## config.mk

```make
export PLATFORM = sky130hd
export DESIGN_NAME = dram_scheduler
export DESIGN_NICKNAME = d
export VERILOG_FILES = /design/src/hdl/dram_sched_pkg.sv /design/src/hdl/bank_queue.sv /design/src/hdl/bank_state_regs.sv /design/src/hdl/command_picker.sv /design/src/hdl/dram_scheduler.sv /design/src/hdl/request_intake.sv
export SDC_FILE = /design/constraint.sdc
export NUM_CORES = 2
export LEC_CHECK = 0
export ABC_AREA = 1
export BUFFER_PORTS_ARGS = -buffer_cell sky130_fd_sc_hd__buf_2
export CAP_MARGIN = 5
export CELL_PAD_IN_SITES_DETAIL_PLACEMENT = 0
export CELL_PAD_IN_SITES_GLOBAL_PLACEMENT = 2
export CORE_UTILIZATION = 30
export DETAILED_ROUTE_END_ITERATION = 12
export PLACE_DENSITY_LB_ADDON = 0.1
export SLEW_MARGIN = 5
export SYNTH_ARGS = -nofsm -noshare
export SYNTH_HDL_FRONTEND = slang
export SYNTH_SLANG_ARGS = --single-unit
export TNS_END_PERCENT = 1
```

## constraint.sdc

```tcl
create_clock -name clk_in -period 8.22 [get_ports clk_in]
set_input_delay 1.644 -clock clk_in [delete_from_list [all_inputs] [get_ports clk_in]]
set_output_delay 1.644 -clock clk_in [all_outputs]
set_load 0.02 [all_outputs]
```

## src/hdl/dram_sched_pkg.sv

```systemverilog
package dram_sched_pkg;

    // bank index is {bank group, bank in group}
    localparam int bank_group_bits    = 1;
    localparam int bank_in_group_bits = 2;
    localparam int bank_bits          = bank_group_bits + bank_in_group_bits;
    localparam int num_banks          = 1 << bank_bits;

    localparam int row_bits   = 8;
    localparam int col_bits   = 4;
    localparam int paddr_bits = row_bits + bank_bits + col_bits; // row | group | bank | col

    localparam int data_bits = 32; // write data per command

    // command address word and the zero padding of each view
    localparam int cmd_addr_bits = 16;
    localparam int row_pad_bits  = cmd_addr_bits - bank_bits - row_bits;
    localparam int col_pad_bits  = cmd_addr_bits - bank_bits - col_bits;

    typedef enum logic [1:0] {
        cmd_read      = 2'd0,
        cmd_write     = 2'd1,
        cmd_activate  = 2'd2,
        cmd_precharge = 2'd3
    } cmd_kind_t;

    // activate carries a row, the other commands carry a column
    typedef union packed {
        struct packed {
            logic [bank_bits-1:0]    bank;
            logic [row_pad_bits-1:0] pad;
            logic [row_bits-1:0]     row;
        } row_view;
        struct packed {
            logic [bank_bits-1:0]    bank;
            logic [col_pad_bits-1:0] pad;
            logic [col_bits-1:0]     col;  // zero on precharge
        } col_view;
    } cmd_addr_u;

endpackage

```

## src/hdl/bank_queue.sv

```systemverilog
`timescale 1ns/1ps

module bank_queue import dram_sched_pkg::*; #(
    parameter int queue_depth = 4
) (
    input  logic                 clk_in,
    input  logic                 rst_in,
    input  logic                 push,
    input  logic [row_bits-1:0]  in_row,
    input  logic [col_bits-1:0]  in_col,
    input  logic                 in_write,
    input  logic [data_bits-1:0] in_data,
    input  logic                 pop,
    output logic                 empty,
    output logic                 full,
    output logic [row_bits-1:0]  head_row,
    output logic [col_bits-1:0]  head_col,
    output logic                 head_write,
    output logic [data_bits-1:0] head_data
);

    localparam int ptr_bits   = (queue_depth > 1) ? $clog2(queue_depth) : 1;
    localparam int count_bits = $clog2(queue_depth + 1);

    logic [row_bits-1:0]  row_mem   [queue_depth];
    logic [col_bits-1:0]  col_mem   [queue_depth];
    logic                 write_mem [queue_depth];
    logic [data_bits-1:0] data_mem  [queue_depth];

    logic [ptr_bits-1:0]   wr_ptr;
    logic [ptr_bits-1:0]   rd_ptr;
    logic [count_bits-1:0] count;
    logic                  do_push;
    logic                  do_pop;

    assign empty   = (count == '0);
    assign full    = (count == count_bits'(queue_depth));
    assign do_push = push && !full;
    assign do_pop  = pop && !empty;

    always_ff @(posedge clk_in) begin
        if (do_push) begin
            row_mem[wr_ptr]   <= in_row;
            col_mem[wr_ptr]   <= in_col;
            write_mem[wr_ptr] <= in_write;
            data_mem[wr_ptr]  <= in_data;
        end
    end

    always_ff @(posedge clk_in or posedge rst_in) begin
        if (rst_in) begin
            wr_ptr <= '0;
            rd_ptr <= '0;
            count  <= '0;
        end else begin
            if (do_push) begin
                wr_ptr <= (wr_ptr == ptr_bits'(queue_depth - 1)) ? '0 : wr_ptr + 1'b1;
            end
            if (do_pop) begin
                rd_ptr <= (rd_ptr == ptr_bits'(queue_depth - 1)) ? '0 : rd_ptr + 1'b1;
            end
            if (do_push && !do_pop) begin
                count <= count + 1'b1;
            end else if (do_pop && !do_push) begin
                count <= count - 1'b1;
            end
        end
    end

    // head is the oldest entry, valid when not empty
    assign head_row   = row_mem[rd_ptr];
    assign head_col   = col_mem[rd_ptr];
    assign head_write = write_mem[rd_ptr];
    assign head_data  = data_mem[rd_ptr];

endmodule

```

## src/hdl/bank_state_regs.sv

```systemverilog
`timescale 1ns/1ps

module bank_state_regs import dram_sched_pkg::*; #(
    parameter int act_latency = 8,
    parameter int pre_latency = 5
) (
    input  logic                 clk_in,
    input  logic                 rst_in,
    input  logic                 issue,
    input  cmd_kind_t            issue_kind,
    input  logic [bank_bits-1:0] issue_bank,
    input  logic [row_bits-1:0]  issue_row,
    output logic [num_banks-1:0] open,
    output logic [row_bits-1:0]  open_row [num_banks],
    output logic [num_banks-1:0] busy
);

    localparam int max_latency = (act_latency > pre_latency) ? act_latency : pre_latency;
    localparam int cnt_bits    = $clog2(max_latency + 1);

    logic [cnt_bits-1:0] busy_cnt [num_banks];

    for (genvar b = 0; b < num_banks; b++) begin : g_bank
        logic hit;

        assign hit     = issue && (issue_bank == bank_bits'(b));
        assign busy[b] = (busy_cnt[b] != '0);

        always_ff @(posedge clk_in or posedge rst_in) begin
            if (rst_in) begin
                open[b]     <= 1'b0;
                busy_cnt[b] <= '0;
            end else begin
                if (hit && issue_kind == cmd_activate) begin
                    open[b]     <= 1'b1;
                    busy_cnt[b] <= cnt_bits'(act_latency);
                end else if (hit && issue_kind == cmd_precharge) begin
                    open[b]     <= 1'b0;
                    busy_cnt[b] <= cnt_bits'(pre_latency);
                end else if (busy_cnt[b] != '0) begin
                    busy_cnt[b] <= busy_cnt[b] - 1'b1;  // row timing in progress
                end
            end
        end

        // only looked at while the bank is open
        always_ff @(posedge clk_in) begin
            if (hit && issue_kind == cmd_activate) begin
                open_row[b] <= issue_row;
            end
        end
    end

endmodule

```

## src/hdl/command_picker.sv

```systemverilog
`timescale 1ns/1ps

module command_picker import dram_sched_pkg::*; #(
    parameter int col_gap = 4
) (
    input  logic                 clk_in,
    input  logic                 rst_in,
    input  logic [num_banks-1:0] empty,
    input  logic [row_bits-1:0]  head_row   [num_banks],
    input  logic [col_bits-1:0]  head_col   [num_banks],
    input  logic                 head_write [num_banks],
    input  logic [data_bits-1:0] head_data  [num_banks],
    input  logic [num_banks-1:0] open,
    input  logic [row_bits-1:0]  open_row   [num_banks],
    input  logic [num_banks-1:0] busy,
    output logic [num_banks-1:0] pop,
    output logic                 issue,
    output cmd_kind_t            issue_kind,
    output logic [bank_bits-1:0] issue_bank,
    output logic [row_bits-1:0]  issue_row,
    output logic                 cmd_req,
    output cmd_kind_t            cmd_kind,
    output cmd_addr_u            cmd_addr,
    output logic [data_bits-1:0] cmd_data,
    input  logic                 cmd_ack
);

    localparam int gap_bits = $clog2(col_gap + 1);

    logic [bank_bits-1:0] last_bank;   // bank served most recently
    logic [gap_bits-1:0]  gap_cnt;
    logic                 gap_ok;
    logic                 choose_en;
    logic                 found;
    logic [bank_bits-1:0] sel;
    cmd_kind_t            sel_kind;
    logic                 sel_col;
    cmd_addr_u            next_addr;

    assign gap_ok    = (gap_cnt == '0);
    assign choose_en = !cmd_req && !cmd_ack; // previous handshake fully closed
    assign sel_col   = (sel_kind == cmd_read) || (sel_kind == cmd_write);

    // round robin search starting after last_bank
    always_comb begin
        logic [bank_bits-1:0] idx;
        logic                 row_hit;
        found    = 1'b0;
        sel      = '0;
        sel_kind = cmd_read;
        for (int k = 0; k < num_banks; k++) begin
            idx     = last_bank + bank_bits'(k + 1);
            row_hit = open[idx] && (head_row[idx] == open_row[idx]);
            if (!found && !empty[idx] && !busy[idx]) begin
                if (row_hit) begin
                    if (gap_ok) begin
                        found    = 1'b1;
                        sel      = idx;
                        sel_kind = head_write[idx] ? cmd_write : cmd_read;
                    end
                end else if (open[idx]) begin
                    // closing a row also waits out the column gap so a write can land
                    if (gap_ok) begin
                        found    = 1'b1;
                        sel      = idx;
                        sel_kind = cmd_precharge;
                    end
                end else begin
                    found    = 1'b1;
                    sel      = idx;
                    sel_kind = cmd_activate;
                end
            end
        end
    end

    always_comb begin
        next_addr = '0;
        if (sel_kind == cmd_activate) begin
            next_addr.row_view.bank = sel;
            next_addr.row_view.row  = head_row[sel];
        end else begin
            next_addr.col_view.bank = sel;
            next_addr.col_view.col  = (sel_kind == cmd_precharge) ? '0 : head_col[sel];
        end
    end

    assign issue      = choose_en && found;
    assign issue_kind = sel_kind;
    assign issue_bank = sel;
    assign issue_row  = head_row[sel];

    always_comb begin
        pop = '0;
        if (issue && sel_col) begin
            pop[sel] = 1'b1;           // read or write retires the head
        end
    end

    always_ff @(posedge clk_in or posedge rst_in) begin
        if (rst_in) begin
            cmd_req   <= 1'b0;
            last_bank <= '1;           // first search starts at bank 0
            gap_cnt   <= '0;
        end else begin
            if (cmd_req) begin
                if (cmd_ack) begin
                    cmd_req <= 1'b0;
                end
            end else if (issue) begin
                cmd_req   <= 1'b1;
                last_bank <= sel;
            end
            if (issue && sel_col) begin
                gap_cnt <= gap_bits'(col_gap - 1);
            end else if (gap_cnt != '0) begin
                gap_cnt <= gap_cnt - 1'b1;
            end
        end
    end

    // command fields hold until the next issue
    always_ff @(posedge clk_in) begin
        if (issue) begin
            cmd_kind <= sel_kind;
            cmd_addr <= next_addr;
            cmd_data <= (sel_kind == cmd_write) ? head_data[sel] : '0;
        end
    end

endmodule

```

## src/hdl/dram_scheduler.sv

```systemverilog
`timescale 1ns/1ps

module dram_scheduler import dram_sched_pkg::*; #(
    parameter int queue_depth = 4,
    parameter int act_latency = 8,
    parameter int pre_latency = 5,
    parameter int col_gap     = 4
) (
    input  logic                  clk_in,
    input  logic                  rst_in,
    input  logic                  req,
    input  logic [paddr_bits-1:0] addr,
    input  logic                  write,
    input  logic [data_bits-1:0]  wdata,
    output logic                  ack,
    output logic                  cmd_req,
    input  logic                  cmd_ack,
    output cmd_kind_t             cmd_kind,
    output cmd_addr_u             cmd_addr,
    output logic [data_bits-1:0]  cmd_data
);

    // intake to queues
    logic                 push;
    logic [bank_bits-1:0] push_bank;
    logic [row_bits-1:0]  push_row;
    logic [col_bits-1:0]  push_col;
    logic                 push_write;
    logic [data_bits-1:0] push_data;

    // queues to picker
    logic [num_banks-1:0] q_empty;
    logic [num_banks-1:0] q_full;
    logic [num_banks-1:0] q_pop;
    logic [row_bits-1:0]  head_row   [num_banks];
    logic [col_bits-1:0]  head_col   [num_banks];
    logic                 head_write [num_banks];
    logic [data_bits-1:0] head_data  [num_banks];

    // picker and bank state
    logic                 issue;
    cmd_kind_t            issue_kind;
    logic [bank_bits-1:0] issue_bank;
    logic [row_bits-1:0]  issue_row;
    logic [num_banks-1:0] bank_open;
    logic [row_bits-1:0]  bank_open_row [num_banks];
    logic [num_banks-1:0] bank_busy;

    request_intake request_intake_i (
        .clk_in     (clk_in),
        .rst_in     (rst_in),
        .req        (req),
        .addr       (addr),
        .write      (write),
        .wdata      (wdata),
        .ack        (ack),
        .full       (q_full),
        .push       (push),
        .push_bank  (push_bank),
        .push_row   (push_row),
        .push_col   (push_col),
        .push_write (push_write),
        .push_data  (push_data)
    );

    for (genvar b = 0; b < num_banks; b++) begin : g_queue
        bank_queue #(
            .queue_depth (queue_depth)
        ) bank_queue_i (
            .clk_in     (clk_in),
            .rst_in     (rst_in),
            .push       (push && (push_bank == bank_bits'(b))),
            .in_row     (push_row),
            .in_col     (push_col),
            .in_write   (push_write),
            .in_data    (push_data),
            .pop        (q_pop[b]),
            .empty      (q_empty[b]),
            .full       (q_full[b]),
            .head_row   (head_row[b]),
            .head_col   (head_col[b]),
            .head_write (head_write[b]),
            .head_data  (head_data[b])
        );
    end

    bank_state_regs #(
        .act_latency (act_latency),
        .pre_latency (pre_latency)
    ) bank_state_regs_i (
        .clk_in     (clk_in),
        .rst_in     (rst_in),
        .issue      (issue),
        .issue_kind (issue_kind),
        .issue_bank (issue_bank),
        .issue_row  (issue_row),
        .open       (bank_open),
        .open_row   (bank_open_row),
        .busy       (bank_busy)
    );

    command_picker #(
        .col_gap (col_gap)
    ) command_picker_i (
        .clk_in     (clk_in),
        .rst_in     (rst_in),
        .empty      (q_empty),
        .head_row   (head_row),
        .head_col   (head_col),
        .head_write (head_write),
        .head_data  (head_data),
        .open       (bank_open),
        .open_row   (bank_open_row),
        .busy       (bank_busy),
        .pop        (q_pop),
        .issue      (issue),
        .issue_kind (issue_kind),
        .issue_bank (issue_bank),
        .issue_row  (issue_row),
        .cmd_req    (cmd_req),
        .cmd_kind   (cmd_kind),
        .cmd_addr   (cmd_addr),
        .cmd_data   (cmd_data),
        .cmd_ack    (cmd_ack)
    );

endmodule

```

## src/hdl/request_intake.sv

```systemverilog
`timescale 1ns/1ps

module request_intake import dram_sched_pkg::*; (
    input  logic                 clk_in,
    input  logic                 rst_in,
    input  logic                 req,
    input  logic [paddr_bits-1:0] addr,
    input  logic                 write,
    input  logic [data_bits-1:0] wdata,
    output logic                 ack,
    input  logic [num_banks-1:0] full,
    output logic                 push,
    output logic [bank_bits-1:0] push_bank,
    output logic [row_bits-1:0]  push_row,
    output logic [col_bits-1:0]  push_col,
    output logic                 push_write,
    output logic [data_bits-1:0] push_data
);

    // field positions inside the physical address
    localparam int bank_lsb  = col_bits;
    localparam int group_lsb = col_bits + bank_in_group_bits;
    localparam int row_lsb   = col_bits + bank_bits;

    logic [bank_group_bits-1:0]    bank_group;
    logic [bank_in_group_bits-1:0] bank_in_group;

    assign bank_group    = addr[group_lsb +: bank_group_bits];
    assign bank_in_group = addr[bank_lsb +: bank_in_group_bits];

    assign push_bank  = {bank_group, bank_in_group};
    assign push_row   = addr[row_lsb +: row_bits];
    assign push_col   = addr[0 +: col_bits];
    assign push_write = write;
    assign push_data  = wdata;

    // one push per handshake, held off while the target queue is full
    assign push = req && !ack && !full[push_bank];

    always_ff @(posedge clk_in or posedge rst_in) begin
        if (rst_in) begin
            ack <= 1'b0;
        end else begin
            if (push) begin
                ack <= 1'b1;            // entry is in the queue
            end else if (ack && !req) begin
                ack <= 1'b0;            // host has released req
            end
        end
    end

endmodule

```

==> metrics <==
Starting DRT DRC Count 4,111; Yosys cell types 65; drt first pass iters 8; root buffer cell clkbuf_16; Util after Layout 34.81%; static leakage 28.03 nW; Port-buffer cells 98; Pins Over Slew Limit 0; number of flops mapped to enable cells by yosys 1,549; sequential area share after synthesis 70.81%; Peak supply drop 762.2 uV; largest net degree at the start of global routing 65; cts hold-fix bufs 0; Die Width 482.9 um; GRT overflow 0; CP Max Fanout 39; f_max 148.0 MHz; Tmin final 6.756 ns; Worst-Skew Late Latency 0.85 ns; clock sink total 1,653; Die Ht between 400 and 500 um; FF/Latch Area 49,160 um2; GPL Wtd Cong 0.8030; CTS Buf Count 193; worst slew pin tran 1.218 ns; DRT Wirelength 256,900 um; Power Dens Cells 424.8 nW/um2; worst path bufs/invs 6; CP delay by family, top simple AND/OR/NAND/NOR gates; Syn Inst Count between 5k and 6k; grt met3 use 2.597%; placed cell areas 73,730 um2; Seq cells post-synth about 1.7k; TNS Setup 0 ns; Post-Layout Cell Count 9,174; antenna violations before repair 17; Clock Tree Buf Depth 3; Placed Instances 8,807; Final HPWL DP ~160,000 um; CP startpoint g_queue[1].bank_queue_i.rd_ptr[1]$_DFFE_PP0P_; CP Launch Type register; most used routing layer met2; first-pass GRT wire length 359,700 um; final hold vios 0; met1 usage 30.11%; vias in the first global route 45.01k; met2 usage 37.52%; maximum capacitance violations 0; CP Capture Type register; post-layout instance area 80,030 um2; status complete, no violations; most used cell, CP nand3_1; Avg WL per Cell between 20 and 30 um; kind of critical path register to register; CTS tree done; Worst-path clk slew ~0.060 ns; FF-to-FF Start g_queue[1].bank_queue_i.rd_ptr[1]$_DFFE_PP0P_; Vias/cell 5.009; Hold Crit Class register to register; nets 6,104; Warnings, synthesis 0; H-tree depth 4; Final Setup Violations 0; routed vias roughly 46k; area delta synth->final 15.38%; Max stage delay on crit path about 0.83 ns; RSZ-0062 raised after global routing false; die area 233,100 um2; area of the multi-input gates between 15,000 and 20,000 um2; Total GRT Usage a little over a fifth; # rows 176; core footprint 229,900 um2; top_reg_cell synth edfxtp_1; Post-CTS Resized 0; Slew HR 18.83%; fillcell total 22.87k; fin crit share 82.19%; worst endpoint required time 8.91 ns; layout cells sized above 1 10.23%; Clock Skews 0.05720 ns; DRC viols 0; slowest cell on the critical path clkinv_2; Post-DRT Antenna Nets 0; WHS 0.4696 ns; asr flop ratio synth about 6.3%; worst hold start bank_state_regs_i.open[4]$_DFFE_PP0P_; CP Data Arrival Time 7.44 ns; Post-Synthesis Cell Area approximately 69,000 um2; Starting Density 30.17%; io pins 104; Post-CTS Setup Inserts 0; Avg Cell Area, Syn between 10 and 15 um2
==> stage by stage <==
stage,total power (W),worst slack (ns)
6_report,0.03400,1.464
5_1_grt,0.03587,0.8984
4_1_cts,0.03451,1.343
3_5_place_dp,0.02584,1.369
3_3_place_gp,0.02593,1.330
2_1_floorplan,0.01907,1.987
==> registers in the layout, summed over array words and instances, names as in the netlist, 24 cells and up <==
name	cells
g_queue.bank_queue_i.row_mem	256
g_queue.bank_queue_i.data_mem	1024
bank_state_regs_i.busy_cnt	32
g_queue.bank_queue_i.write_mem	32
g_queue.bank_queue_i.count	24
bank_state_regs_i.open_row	64
g_queue.bank_queue_i.col_mem	128
command_picker_i.cmd_data	32
==> cell usage after synthesis, drive strengths merged (3+ instances only) <==
cell        n  area share [%]
inv       234             1.3
nand3b      4           0.043
a21boi      3           0.032
edfxtp   1549              67
and2        5           0.045
o2111ai     4           0.050
mux2i       5           0.072
ha         68             1.2
a32o       40            0.58
dfstp       3            0.11
o22a        3           0.038
nor3b       7           0.083
o211ai     56            0.62
a21oi     218             1.6
clkbuf    247             1.3
xnor2      36            0.47
mux2        8            0.13
fa          8            0.23
nand4      59            0.54
nand2    1306             7.1
buf        75            0.59
o21ai     550             4.0
nand3     336             2.5
a31oi       5           0.045
a211oi      4           0.043
o22ai     191             1.7
a32oi      30            0.38
nor3       26            0.19
o21a        5           0.054
xor2       52            0.66
clkinv      9           0.049
nor2      607             3.3
dfrtp     101             3.6
or2         7           0.063
==> per-layer routing <==
metal / routed length (um) / vias to the layer above
met5: 13 / -
met4: 4540 / 2
met3: 10280 / 254
met2: 125100 / 1049
met1: 117000 / 23470
li1: - / 21180
==> final cells by class <==
type | instances | share of cell area, %
inverters | 243 | 1.176
well taps | 3026 | 4.731
clock inverters | 122 | 1.574
multi-input cells | 3657 | 22.84
repair buffers | 228 | 1.942
diodes | 7 | 0.02189
flip-flops and latches | 1653 | 61.43
clock buffers | 238 | 6.285
==> worst paths after layout <==
path                                                                 endpoint  slack [ns]  cells past startpoint
worst max register to register   g_queue[0].bank_queue_i.count[1]$_DFFE_PP0P_        1.46                     26
worst max-delay path             g_queue[0].bank_queue_i.count[1]$_DFFE_PP0P_        1.46                     26
worst min register to register          bank_state_regs_i.open[4]$_DFFE_PP0P_        0.47                      2
worst min-delay path                    bank_state_regs_i.open[4]$_DFFE_PP0P_        0.47                      2
min in group asynchronous        g_queue[3].bank_queue_i.count[0]$_DFFE_PP0P_        0.78                      2
max in group asynchronous       g_queue[6].bank_queue_i.rd_ptr[0]$_DFFE_PP0P_        6.28                      3
==> kinds of logic after synthesis <==
family | share of synthesized area (%)
mux | 0.2020
simple gates | 13.88
buf+inv | 3.245
flops | 70.81
xor+xnor | 1.122
compound gates | 9.273
other cells | 0.005406
fa+ha+maj | 1.457
==> placed cells by master, fill, tap and decap left out, drive strengths merged, types with 6 or more instances in the layout <==
| cell | n |
|---|---|
| or2 | 7 |
| bufinv | 18 |
| fa | 8 |
| clkinv | 93 |
| a32oi | 30 |
| ha | 68 |
| nand3 | 336 |
| dfrtp | 101 |
| nand4 | 59 |
| nor2 | 607 |
| a32o | 40 |
| buf | 228 |
| mux2 | 8 |
| inv | 248 |
| clkinvlp | 6 |
| a21oi | 218 |
| nand2 | 1306 |
| clkbuf | 238 |
| o21ai | 550 |
| edfxtp | 1549 |
| xor2 | 52 |
| o211ai | 56 |
| diode | 7 |
| nor3 | 26 |
| xnor2 | 36 |
| nor3b | 7 |
| o22ai | 191 |
==> where the power goes <==
part / total, W / switching, W / internal (W)
combinational: 0.0144 / 0.0109 / 0.00345
clock: 0.00857 / 0.00364 / 0.00493
sequential: 0.0111 / 0.000692 / 0.0104
total: 0.0340 / 0.0152 / 0.0188
==> worst reg2reg max path: stages, from the launching register on <==
cell and delay [ns]:
dfrtp_1 0.32, buf_4 0.42, clkinv_2 0.85, nand3_1 0.48, nand3_1 0.13, a21oi_1 0.57, nor2_1 0.08, a211oi_1 0.28
nand3_1 0.19, nand3_1 0.22, nand3_1 0.11, nand2_1 0.10, nand4_1 0.09, nor2_1 0.11, nand2_1 0.06, inv_1 0.05
nand2_1 0.10, a21oi_4 0.38, inv_2 0.20, nor2_4 0.38, inv_2 0.23, a21oi_1 0.17, nand3_1 0.09, ha_1 0.23
inv_1 0.10, fa_1 0.41, mux2_2 0.26
No activity file was read; power rests on OpenSTA's default activity.
